`config.mk`:
```
export PLATFORM = sky130hd
export DESIGN_NAME = slc3Top
export DESIGN_NICKNAME = d
export VERILOG_FILES = /design/src/verilog/slc3Pkg.sv /design/src/verilog/controlSequencer.sv /design/src/verilog/regFile.sv /design/src/verilog/datapath.sv /design/src/verilog/slc3Top.sv
export VERILOG_INCLUDE_DIRS = /design/src /design/src/verilog
export SDC_FILE = /design/constraint.sdc
export NUM_CORES = 1
export LEC_CHECK = 0
export BUFFER_PORTS_ARGS = -buffer_cell sky130_fd_sc_hd__buf_2
export CORE_MARGIN = 2
export CORE_UTILIZATION = 25
export CTS_CLUSTER_SIZE = 14
export DETAILED_ROUTE_END_ITERATION = 8
export PLACE_DENSITY = 0.38
export SLEW_MARGIN = 5
export SYNTH_ARGS = -nofsm -noshare
export SYNTH_HDL_FRONTEND = slang
export SYNTH_HIERARCHICAL = 1
export SYNTH_SLANG_ARGS = --single-unit
```
`constraint.sdc`:
```
create_clock -name Clk -period 7 [get_ports Clk]
set_input_delay 1.4 -clock Clk [delete_from_list [all_inputs] [get_ports Clk]]
set_output_delay 1.4 -clock Clk [all_outputs]
set_load 0.05 [all_outputs]
```
`src/verilog/slc3_macros.svh`:
```
`ifndef SLC3_MACROS_SVH
`define SLC3_MACROS_SVH

// Word and register file geometry
`define WORD_W     16
`define REG_CNT    8
`define REG_SEL_W  3

// Select widths
`define PCSEL_W    2
`define DRSEL_W    2
`define ADDR2SEL_W 3

// PC source
`define PC_INC     2'd0
`define PC_BUS     2'd1
`define PC_ADDER   2'd2

// Destination register source
`define DR_IR      2'd0
`define DR_LOAD    2'd1
`define DR_R7      2'd2

// Second operand and address offset source
`define A2_SR2     3'd0
`define A2_IMM5    3'd1
`define A2_OFF9    3'd2
`define A2_OFF11   3'd3
`define A2_OFF6    3'd4

`endif

```
`src/verilog/slc3Pkg.sv`:
```
package slc3Pkg;

	// Instruction field IR[15:12]
	typedef enum logic [3:0] {
		opBr    = 4'b0000,
		opAdd   = 4'b0001,
		opJsr   = 4'b0100,
		opAnd   = 4'b0101,
		opLdr   = 4'b0110,
		opStr   = 4'b0111,
		opNot   = 4'b1001,
		opJmp   = 4'b1100,
		opPause = 4'b1101
	} opcodeT;

	// Sequencer states
	typedef enum logic [4:0] {
		sHalted,
		sFetchMar,      // MAR <- PC, PC + 1
		sFetchRd1,
		sFetchRd2,      // MDR <- memory
		sFetchIr,
		sDecode,
		sAdd,
		sAnd,
		sNot,
		sBr,
		sBrTaken,
		sJmp,
		sJsr1,          // R7 <- PC
		sJsr2,
		sLdrAddr,
		sLdrRd1,
		sLdrRd2,
		sLdrReg,
		sStrAddr,
		sStrMdr,
		sStrWr1,
		sStrWr2,
		sPause1,        // Wait for cont high
		sPause2         // Wait for cont low
	} seqStateT;

endpackage

```
`src/verilog/controlSequencer.sv`:
```
`include "slc3_macros.svh"

module controlSequencer (
	input  logic                   Clk,
	input  logic                   rstN,
	input  logic                   run,
	input  logic                   cont,
	input  slc3Pkg::opcodeT        opcode,
	input  logic                   ir5,
	input  logic                   ir11,
	input  logic                   ben,
	output logic                   ldMar,
	output logic                   ldMdr,
	output logic                   ldIr,
	output logic                   ldBen,
	output logic                   ldReg,
	output logic                   ldPc,
	output logic                   ldLed,
	output logic [`PCSEL_W-1:0]    pcSel,
	output logic [`DRSEL_W-1:0]    drSel,
	output logic                   marSel,
	output logic                   mdrSel,
	output logic                   addr1Sel,
	output logic [`ADDR2SEL_W-1:0] addr2Sel,
	output logic                   memOeN,
	output logic                   memWeN,
	output logic                   paused
);
	import slc3Pkg::*;

	seqStateT state, nextState;

	always_ff @(posedge Clk)
	begin
		if (!rstN)
			state <= sHalted;
		else
			state <= nextState;
	end

	// ------------------------------------------------------------------------
	// Next state
	// ------------------------------------------------------------------------
	always_comb
	begin
		nextState = state;
		unique case (state)
			sHalted:
				if (run)
					nextState = sFetchMar;
			sFetchMar: nextState = sFetchRd1;
			sFetchRd1: nextState = sFetchRd2;
			sFetchRd2: nextState = sFetchIr;
			sFetchIr:  nextState = sDecode;
			sDecode:
			begin
				case (opcode)
					opAdd:   nextState = sAdd;
					opAnd:   nextState = sAnd;
					opNot:   nextState = sNot;
					opBr:    nextState = sBr;
					opJmp:   nextState = sJmp;
					opJsr:   nextState = sJsr1;
					opLdr:   nextState = sLdrAddr;
					opStr:   nextState = sStrAddr;
					opPause: nextState = sPause1;
					default: nextState = sFetchMar;   // Unknown opcode is skipped
				endcase
			end
			sBr:
				if (ben)
					nextState = sBrTaken;
				else
					nextState = sFetchMar;
			sJsr1:    nextState = sJsr2;
			sLdrAddr: nextState = sLdrRd1;
			sLdrRd1:  nextState = sLdrRd2;
			sLdrRd2:  nextState = sLdrReg;
			sStrAddr: nextState = sStrMdr;
			sStrMdr:  nextState = sStrWr1;
			sStrWr1:  nextState = sStrWr2;
			sPause1:
				if (cont)
					nextState = sPause2;
			sPause2:
				if (!cont)
					nextState = sFetchMar;
			// Single cycle execute steps
			sAdd, sAnd, sNot, sBrTaken, sJmp, sJsr2, sLdrReg, sStrWr2:
				nextState = sFetchMar;
			default:
				nextState = sHalted;
		endcase
	end

	// ------------------------------------------------------------------------
	// Control outputs
	// ------------------------------------------------------------------------
	always_comb
	begin
		ldMar    = 1'b0;
		ldMdr    = 1'b0;
		ldIr     = 1'b0;
		ldBen    = 1'b0;
		ldReg    = 1'b0;
		ldPc     = 1'b0;
		ldLed    = 1'b0;
		pcSel    = `PC_INC;
		drSel    = `DR_IR;
		marSel   = 1'b0;     // PC
		mdrSel   = 1'b0;     // Memory data
		addr1Sel = 1'b0;     // Base register
		addr2Sel = `A2_SR2;
		memOeN   = 1'b1;
		memWeN   = 1'b1;
		paused   = 1'b0;

		case (state)
			sFetchMar:
			begin
				ldMar = 1'b1;
				ldPc  = 1'b1;
				pcSel = `PC_INC;
			end
			sFetchRd1, sLdrRd1:
				memOeN = 1'b0;
			sFetchRd2, sLdrRd2:
			begin
				memOeN = 1'b0;
				ldMdr  = 1'b1;
			end
			sFetchIr:
				ldIr = 1'b1;
			sDecode:
				ldBen = 1'b1;
			sAdd, sAnd:
			begin
				ldReg    = 1'b1;
				drSel    = `DR_IR;
				addr2Sel = ir5 ? `A2_IMM5 : `A2_SR2;   // Immediate form
			end
			sNot:
				ldReg = 1'b1;
			sBrTaken:
			begin
				ldPc     = 1'b1;
				pcSel    = `PC_ADDER;
				addr1Sel = 1'b1;
				addr2Sel = `A2_OFF9;
			end
			sJmp:
			begin
				ldPc  = 1'b1;
				pcSel = `PC_BUS;    // Base register through the ALU
			end
			sJsr1:
			begin
				ldReg = 1'b1;
				drSel = `DR_R7;
			end
			sJsr2:
			begin
				ldPc = 1'b1;
				if (ir11)
				begin
					pcSel    = `PC_ADDER;
					addr1Sel = 1'b1;
					addr2Sel = `A2_OFF11;
				end
				else
					pcSel = `PC_BUS;
			end
			sLdrAddr, sStrAddr:
			begin
				ldMar    = 1'b1;
				marSel   = 1'b1;
				addr2Sel = `A2_OFF6;
			end
			sLdrReg:
			begin
				ldReg = 1'b1;
				drSel = `DR_LOAD;
			end
			sStrMdr:
			begin
				ldMdr  = 1'b1;
				mdrSel = 1'b1;      // Source register IR[11:9]
			end
			sStrWr1, sStrWr2:
				memWeN = 1'b0;
			sPause1:
			begin
				ldLed  = 1'b1;
				paused = 1'b1;
			end
			sPause2:
				paused = 1'b1;
			default: ;
		endcase
	end

endmodule

```
`src/verilog/regFile.sv`:
```
`include "slc3_macros.svh"

module regFile (
	input  logic                  Clk,
	input  logic                  rstN,
	input  logic                  we,
	input  logic [`REG_SEL_W-1:0] wrSel,
	input  logic [`WORD_W-1:0]    wrData,
	input  logic [`REG_SEL_W-1:0] srcASel,
	input  logic [`REG_SEL_W-1:0] srcBSel,
	output logic [`WORD_W-1:0]    srcA,
	output logic [`WORD_W-1:0]    srcB
);

	logic [`WORD_W-1:0] regs [`REG_CNT];

	// Eight general registers
	always_ff @(posedge Clk)
	begin
		if (!rstN)
		begin
			for (int i = 0; i < `REG_CNT; i++)
				regs[i] <= '0;
		end
		else if (we)
		begin
			regs[wrSel] <= wrData;
		end
	end

	// Combinational read ports
	assign srcA = regs[srcASel];
	assign srcB = regs[srcBSel];

endmodule

```
`src/verilog/datapath.sv`:
```
`include "slc3_macros.svh"

module datapath (
	input  logic                   Clk,
	input  logic                   rstN,
	input  logic                   ldMar,
	input  logic                   ldMdr,
	input  logic                   ldIr,
	input  logic                   ldBen,
	input  logic                   ldReg,
	input  logic                   ldPc,
	input  logic                   ldLed,
	input  logic [`PCSEL_W-1:0]    pcSel,
	input  logic [`DRSEL_W-1:0]    drSel,
	input  logic                   marSel,
	input  logic                   mdrSel,
	input  logic                   addr1Sel,
	input  logic [`ADDR2SEL_W-1:0] addr2Sel,
	input  logic [`WORD_W-1:0]     memRData,
	output slc3Pkg::opcodeT        opcode,
	output logic                   ir5,
	output logic                   ir11,
	output logic                   ben,
	output logic [`WORD_W-1:0]     memAddr,
	output logic [`WORD_W-1:0]     memWData,
	output logic [11:0]            ledOut
);
	import slc3Pkg::*;

	logic [`WORD_W-1:0]    pc, ir, mar, mdr;
	logic [2:0]            nzp;
	logic [`WORD_W-1:0]    srcA, srcB;
	logic [`WORD_W-1:0]    offset, base, adderOut, aluOut, bus;
	logic [`REG_SEL_W-1:0] wrSel, srcBSel;

	assign opcode   = opcodeT'(ir[15:12]);
	assign ir5      = ir[5];
	assign ir11     = ir[11];
	assign memAddr  = mar;
	assign memWData = mdr;

	// ------------------------------------------------------------------------
	// Arithmetic path
	// ------------------------------------------------------------------------
	assign wrSel   = (drSel == `DR_R7) ? 3'd7 : ir[11:9];
	assign srcBSel = mdrSel ? ir[11:9] : ir[2:0];   // SR of STR

	regFile u_regFile (
		.Clk     (Clk),
		.rstN    (rstN),
		.we      (ldReg),
		.wrSel   (wrSel),
		.wrData  (bus),
		.srcASel (ir[8:6]),
		.srcBSel (srcBSel),
		.srcA    (srcA),
		.srcB    (srcB)
	);

	// Offset select also supplies the second ALU operand
	always_comb
	begin
		case (addr2Sel)
			`A2_IMM5:  offset = {{(`WORD_W-5){ir[4]}}, ir[4:0]};
			`A2_OFF9:  offset = {{(`WORD_W-9){ir[8]}}, ir[8:0]};
			`A2_OFF11: offset = {{(`WORD_W-11){ir[10]}}, ir[10:0]};
			`A2_OFF6:  offset = {{(`WORD_W-6){ir[5]}}, ir[5:0]};
			default:   offset = srcB;
		endcase
	end

	always_comb
	begin
		case (opcode)
			opAdd:   aluOut = srcA + offset;
			opAnd:   aluOut = srcA & offset;
			opNot:   aluOut = ~srcA;
			default: aluOut = srcA;    // JMP and JSRR pass the base register
		endcase
	end

	// ------------------------------------------------------------------------
	// Address path
	// ------------------------------------------------------------------------
	assign base     = addr1Sel ? pc : srcA;
	assign adderOut = base + offset;

	// Bus select follows whichever register is loading
	always_comb
	begin
		if (ldReg)
		begin
			case (drSel)
				`DR_LOAD: bus = mdr;
				`DR_R7:   bus = pc;         // Return address
				default:  bus = aluOut;
			endcase
		end
		else if (ldMar)
			bus = marSel ? adderOut : pc;
		else
			bus = aluOut;
	end

	// ------------------------------------------------------------------------
	// Registers
	// ------------------------------------------------------------------------
	always_ff @(posedge Clk)
	begin
		if (!rstN)
		begin
			pc     <= '0;
			ir     <= '0;
			nzp    <= 3'b000;
			ben    <= 1'b0;
			ledOut <= '0;
		end
		else
		begin
			if (ldPc)
			begin
				case (pcSel)
					`PC_BUS:   pc <= bus;
					`PC_ADDER: pc <= adderOut;
					default:   pc <= pc + 1'b1;
				endcase
			end
			if (ldIr)
				ir <= mdr;
			if (ldReg)
				nzp <= {bus[`WORD_W-1], bus == '0, !bus[`WORD_W-1] && bus != '0};
			if (ldBen)
				ben <= |(ir[11:9] & nzp);    // Branch condition mask
			if (ldLed)
				ledOut <= ir[11:0];
		end
	end

	// Memory address and data registers
	always_ff @(posedge Clk)
	begin
		if (ldMar)
			mar <= bus;
		if (ldMdr)
			mdr <= mdrSel ? srcB : memRData;
	end

endmodule

```
`src/verilog/slc3Top.sv`:
```
`include "slc3_macros.svh"

module slc3Top (
	input  logic               Clk,
	input  logic               rstN,
	input  logic               run,
	input  logic               cont,
	input  logic [`WORD_W-1:0] memRData,
	output logic [`WORD_W-1:0] memAddr,
	output logic [`WORD_W-1:0] memWData,
	output logic               memOeN,
	output logic               memWeN,
	output logic [11:0]        ledOut,
	output logic               paused
);
	import slc3Pkg::*;

	// Sequencer controls
	logic                   ldMar, ldMdr, ldIr, ldBen, ldReg, ldPc, ldLed;
	logic [`PCSEL_W-1:0]    pcSel;
	logic [`DRSEL_W-1:0]    drSel;
	logic                   marSel, mdrSel, addr1Sel;
	logic [`ADDR2SEL_W-1:0] addr2Sel;

	// Datapath status
	opcodeT                 opcode;
	logic                   ir5, ir11, ben;

	controlSequencer u_seq (
		.Clk      (Clk),
		.rstN     (rstN),
		.run      (run),
		.cont     (cont),
		.opcode   (opcode),
		.ir5      (ir5),
		.ir11     (ir11),
		.ben      (ben),
		.ldMar    (ldMar),
		.ldMdr    (ldMdr),
		.ldIr     (ldIr),
		.ldBen    (ldBen),
		.ldReg    (ldReg),
		.ldPc     (ldPc),
		.ldLed    (ldLed),
		.pcSel    (pcSel),
		.drSel    (drSel),
		.marSel   (marSel),
		.mdrSel   (mdrSel),
		.addr1Sel (addr1Sel),
		.addr2Sel (addr2Sel),
		.memOeN   (memOeN),
		.memWeN   (memWeN),
		.paused   (paused)
	);

	datapath u_datapath (
		.Clk      (Clk),
		.rstN     (rstN),
		.ldMar    (ldMar),
		.ldMdr    (ldMdr),
		.ldIr     (ldIr),
		.ldBen    (ldBen),
		.ldReg    (ldReg),
		.ldPc     (ldPc),
		.ldLed    (ldLed),
		.pcSel    (pcSel),
		.drSel    (drSel),
		.marSel   (marSel),
		.mdrSel   (mdrSel),
		.addr1Sel (addr1Sel),
		.addr2Sel (addr2Sel),
		.memRData (memRData),
		.opcode   (opcode),
		.ir5      (ir5),
		.ir11     (ir11),
		.ben      (ben),
		.memAddr  (memAddr),
		.memWData (memWData),
		.ledOut   (ledOut)
	);

endmodule

```
==> out/qor.txt, run 1 <==
Outcome = complete, no violations
Final core utilization = 0.287
Die extent in x = 247 um
Vias per std cell = 5.32
Number of flops mapped to enable cells by yosys = 160
DR pass1 iterations = 5
Number of port buffers = 66
Yosys top cell area share = 0.326
Wire per inst = 24.6 um
CP max FO = 22
Worst slew pin tran = 963 ps
Post-Synthesis Cells = 1402
Num ports = 67
Req. time, crit path = 7400 ps
Vias in the first global route = 11700
Syn_area_per_cell = 10.5 sq um
Crit share post-route = 0.934
Total wire length = 54.8 mm
Die footprint = 60900 sq um
Crit path kind = flip-flop to flip-flop
Placed insts = 2180
Worst Setup End Kind = flip-flop
Area Overhead vs Synth = 14.3%
# hold bufs at CTS = 0
Core Region = 58700 sq um
Max Slew Vio Count = 0
H-tree levels = 1
Finished Layout Cells = 2228
Fin Setup TNS = 0 ps
Total congestion overflow = 0
Clk root buf = clkbuf_16
Most common cell in the netlist = edfxtp_1
Ys flop type = edfxtp_1
Synthesized cell area = 14700 sq um
RSZ-0062 raised after global routing = no
Via count = 11900
Clk_skew = 43.2 ps
Seq/Total Area, Yosys = 0.398
Placed standard-cell area = 16000 sq um
PwrDens = 396 nW/um^2
Min Hold Slack = 506 ps
CTS Buf Count = 27
Initial antenna violation count = 1
CTS tree = built
Bufs on Longest Clock Path = 3
Type of the worst min-delay path = flip-flop to flip-flop
Lkg Pwr = 0.00584 uW
Logic pwr share = 0.534
Syn Nets = 1462
Final min period = 6540 ps
Finish-stage setup viols = 0
Sw Share = 0.470
Clock Power Share = 0.211
Netlist cell types = 90
Clock transition at path regs = 60 ps
Seq pwr share = 0.255
Share of cells above drive strength 1 = 0.194
Starting Density = 0.251
Final hold violation count = 0
Async SR Flop Fraction = 0
Max_cap viols = 0
Psw = 3130 uW
First-pass GRT wire length = 80.9 mm
Row count = 89
Startpoint Class = flip-flop
HPWL after detailed placement = 40.2 mm
Final ANT Viol Nets = 0
Number of diodes = 0
WP data arrival = 6940 ps
Placer Congestion = 0.906
Sinks on Clock Net = 213
Largest net degree at the start of global routing = 57
Floorplan die height = 247 um
DRC Markers = 0
Commonest cells post-synth = edfxtp_1, nor3_1, nand2_1, nor2_1, clkbuf_1
Internal = 3530 uW
Peak supply drop = 0.244 mV
Largest cells by area after synthesis = edfxtp_1, mux4_1, dfxtp_1
Ys Warns = 6
1st-iter DRT viols = 988
Final #Nets = 1496
Synth Register Bits = 213
Clock Latency Late Sink = 580 ps
Total track usage = 0.179
Largest area contributor in the netlist = edfxtp_1
Internal reg-to-reg setup slack = 460 ps
Design Area, Final = 16900 sq um
Max Fclk = 153 MHz
Max-Slew Margin vs Limit = 0.351
## logic make-up (layout without fill, tap and decap cells)
| logic type | count (synthesis) | count (layout) | synth area share |
|---|---|---|---|
| and+or+nand+nor | 473 | 473 | 0.163 |
| AOI/OAI and AO/OA | 317 | 317 | 0.147 |
| buffers and inverters | 158 | 211 | 0.0468 |
| adders and majority gates | 40 | 40 | 0.0350 |
| xor gates and xnor gates | 22 | 22 | 0.0140 |
| muxes | 179 | 179 | 0.196 |
| DFF | 213 | 213 | 0.398 |
## registers in the layout, summed over array words and instances, names as in the netlist
name / count
u_datapath/u_regFile/regs: 128
u_datapath/ir: 16
u_datapath/memAddr: 16
u_datapath/memWData: 16
u_datapath/pc: 16
u_datapath/ledOut: 12
u_seq/state: 5
u_datapath/nzp: 3
u_datapath/ben: 1
## final timing paths
path                                         from                                to  cells after the start
worst max register to register     u_seq/state[2]  u_datapath/u_regFile/regs[6][15]                     21
worst min register to register  u_datapath/nzp[0]                 u_datapath/nzp[0]                      2
worst max-delay path               u_seq/state[2]  u_datapath/u_regFile/regs[6][15]                     21
worst min-delay path            u_datapath/nzp[0]                 u_datapath/nzp[0]                      2
## what timing repair did
action,4_1_cts,5_1_grt
endpoints found under the setup margin,0,8
buffers inserted,0,0
gates resized for setup,0,1
## per-stage QoR
stage	power, uW	setup WS (ps)
after global routing	7050	97.5
after floorplan	4040	1010
final	6670	459
after global placement	5270	380
after detailed placement	5250	434
after CTS	6690	383
## power groups by stage
stage                     Combinational [uW]  Clock, uW  Sequential, uW
after floorplan                         2170          0            1870
after global placement                  3540          0            1740
after detailed placement                3520          0            1730
after CTS                               3530       1450            1710
after global routing                    3830       1500            1720
final                                   3560       1400            1700
## area by class of cell
cell class,count,area (sq um)
Fill cell,6142,41800
Multi-Input combinational cell,1031,8240
Sequential cell,213,5870
Tap cell,773,967
Timing Repair Buffer,120,748
Clock buffer,31,691
Clock inverter,17,183
Inverter,43,161
## cells in the final DEF (no fill, tap or decap), types with 9 or more instances in the layout
| master | n |
|---|---|
| o21ai_2 | 9 |
| mux2i_1 | 42 |
| nand3_1 | 29 |
| a21o_1 | 13 |
| a22oi_1 | 16 |
| a21oi_1 | 63 |
| o21a_1 | 10 |
| a221oi_1 | 19 |
| edfxtp_1 | 160 |
| nor2_1 | 73 |
| o21ai_0 | 61 |
| ha_1 | 38 |
| nand2_1 | 95 |
| dfxtp_1 | 52 |
| mux4_1 | 56 |
| nor2b_1 | 42 |
| and3_1 | 10 |
| buf_2 | 66 |
| nor3_1 | 144 |
| a211oi_1 | 10 |
| xnor2_1 | 13 |
| clkinv_1 | 24 |
| clkbuf_16 | 27 |
| o22ai_1 | 13 |
| a221o_1 | 9 |
| inv_1 | 24 |
| a31oi_1 | 11 |
| mux2_2 | 72 |
| buf_4 | 53 |
| nand2b_1 | 21 |
## worst max-delay path, cell delays in order, from the launching register on
cell      delay, ps
dfxtp_1         310
nor2_1          280
nand2_1         190
nor2_2          210
buf_4           300
mux2_2          410
buf_4           380
mux4_1          360
mux2_2          310
nor2_1          110
o22ai_1         160
ha_1            460
a21oi_1         390
a21boi_0        200
a311oi_2        420
o21ai_0         160
a21oi_1         260
xnor3_1         320
nor2_1           70
nor2_1          410
clkinv_1        380
nor3_1          280
## per-layer routing
metal,share of wire,track usage,up-vias,routed length [um]
li1,-,-,5526,-
met1,0.46,0.245,5983,25500
met4,0.017,0.0361,0,929
met2,0.48,0.303,294,26300
met3,0.039,0.0211,56,2120
met5,0,0,-,0
Power figures use the tool's default switching activity.
==> run 2: changes to the inputs <==
==> constraint.sdc (replaced) <==
create_clock -name Clk -period 7.4 [get_ports Clk]
set_input_delay 1.48 -clock Clk [delete_from_list [all_inputs] [get_ports Clk]]
set_output_delay 1.48 -clock Clk [all_outputs]
set_load 0.05 [all_outputs]
==> run 2 against run 1 <==
  * First-iteration DRC count increased by 1.7%
  * Critical path depth shrank 5
  * Via count rose by 0.16%
  * Sequential power decreased by 4%
  * Worst setup slack gained 130 ps
  * Clock power is essentially flat
  * Non-clock buffer count is 4 lower
  * Cell count about the same
  * Cell area rose by 0.16%
  * Sequential cell count stayed put
  * Register-to-register slack improved by 130 ps
  * Largest power group unchanged
==> out/qor.txt, run 2 (synthesis results as in run 1) <==
Outcome = complete, no violations
Most common cell after layout, fill and taps aside = edfxtp_1
Fill count = 6064
Max reg flops = 128
Number of port buffers = 66
Internal = 3400 uW
Max_cap viols = 0
Uppermost routed layer = met4
Fin Setup TNS = 0 ps
Sw Share = 0.465
WP data arrival = 7210 ps
Req. time, crit path = 7790 ps
Final hold violation count = 0
Logic pwr share = 0.523
Placer Congestion = 0.967
Die footprint = 60900 sq um
Total Power = 6350 uW
Crit path cell chain = nand2_1, nor2_2, buf_4, mux2_2, mux4_2, mux2_2, mux2_2, ha_1, fa_1, a21o_1, a221oi_2, o21ai_0, xnor2_1, a2111oi_1, clkinv_1, nor3_1
Starting Density = 0.251
Num ports = 67
Share of cells above drive strength 1 = 0.195
Sinks on Clock Net = 213
Final #Nets = 1492
Worst slew pin tran = 975 ps
DR WL met2 = 26.0 mm
Floorplan die height = 247 um
Critical path's slowest cell = a2111oi_1
Clock Power Share = 0.221
Max Slew Vio Count = 0
Finish-stage setup viols = 0
Design Area, Final = 16900 sq um
Via count = 11900
Most frequent cells in the layout = edfxtp_1, nor3_1, nand2_1, nor2_1, mux2_2
DRC Markers = 0
CP max FO = 22
HPWL after detailed placement = 38.7 mm
1st-iter DRT viols = 1005
# hold bufs at CTS = 0
Max Fclk = 147 MHz
DR pass1 iterations = 5
Area Overhead vs Synth = 14.5%
Crit path kind = flip-flop to flip-flop
RSZ-0062 raised after global routing = no
Clk root buf = clkbuf_16
Type of the worst min-delay path = flip-flop to flip-flop
Clock transition at path regs = 60 ps
Clk_skew = 16.6 ps
Peak supply drop = 0.211 mV
Seq pwr share = 0.256
Largest net degree at the start of global routing = 69
Total congestion overflow = 0
Final ANT Viol Nets = 0
Total track usage = 0.177
Wire per inst = 24.4 um
Worst Setup End Kind = flip-flop
Lkg Pwr = 0.00585 uW
Total wire length = 54.2 mm
Row count = 89
CTS tree = built
PwrDens = 376 nW/um^2
Worst path max stage delay = 830 ps
CTS Buf Count = 27
Core Region = 58700 sq um
Clock Latency Late Sink = 560 ps
Crit share post-route = 0.921
Largest Register = u_datapath/u_regFile/regs
Max-Slew Margin vs Limit = 0.350
Met3 WL = 2.39 mm
Initial antenna violation count = 1
Psw = 2960 uW
Die extent in x = 247 um
Setup bufs post-CTS = 0
Cts repair resizes = 0
Final min period = 6820 ps
First-pass GRT wire length = 80.2 mm
Vias in the first global route = 11700
Most used cell, CP = mux2_2
Placed standard-cell area = 15900 sq um
Metal1 wirelength = 25.2 mm
Vias per std cell = 5.33
Bufs on Longest Clock Path = 3
H-tree levels = 1
Startpoint Class = flip-flop
==> run 2: changes by cell type in the layout (fill, tap and decap cells not counted), sizes merged <==
cell | before | now
bufinv | 4 | 3
buf | 120 | 116
clkinvlp | 1 | 2
clkbuf | 31 | 42
clkinv | 28 | 19
diode | 0 | 1
==> run 2: power by group through the flow <==
stage	combinational (uW)	clock (uW)	sequential, uW
after floorplan	2050	0	1770
after global placement	3290	0	1660
after detailed placement	3280	0	1660
after CTS	3290	1450	1630
after global routing	3580	1490	1640
final	3320	1410	1630
==> run 2: final cells by class <==
type | instances | area (sq um) | share of cell area
sequential | 213 | 5870 | 0.347
tap | 773 | 967 | 0.0573
inverter | 43 | 161 | 0.00956
clock inverter | 8 | 124 | 0.00734
multi-input combinational | 1031 | 8230 | 0.488
clock buffer | 42 | 823 | 0.0488
antenna | 1 | 2.50 | 0.000148
timing repair buffer | 116 | 706 | 0.0418
==> run 2: per-layer routing <==
metal  vias to the layer above  global-route usage
li1                       5515                   -
met3                        44              0.0177
met1                      5987               0.244
met5                         -                   0
met4                         0              0.0301
met2                       332               0.301
==> run 2: worst max-delay path: cells and delay by family, from the launching register on <==
kind	cells	cell delay [ps]
buffers and inverters	2	960
AO/OA/AOI/OAI	4	1740
flip-flops	1	700
AND/OR/NAND/NOR	3	710
XOR/XNOR	1	190
adder cells (fa/ha/maj)	2	730
multiplexers	4	1590
==> run 2: path summary, 6_finish.rpt <==
kind	start	to	slack [ps]	cells after the start
worst max-delay path	u_seq/state[1]	u_datapath/u_regFile/regs[0][8]	580	16
worst max register to register	u_seq/state[1]	u_datapath/u_regFile/regs[0][8]	580	16
worst min-delay path	u_datapath/ledOut[7]	u_datapath/ledOut[7]	520	2
worst min register to register	u_datapath/ledOut[7]	u_datapath/ledOut[7]	520	2
==> run 2: through the flow <==
stage                     hold WS (ps)   util  worst slack [ps]  std cells
final                              517  0.288               585       2227
after global routing               557  0.288              69.0       2226
after CTS                          519  0.288               708       2226
after detailed placement           503  0.272               742       2176
after global placement             499  0.272               907       2176
after floorplan                    453      -              1410       1402
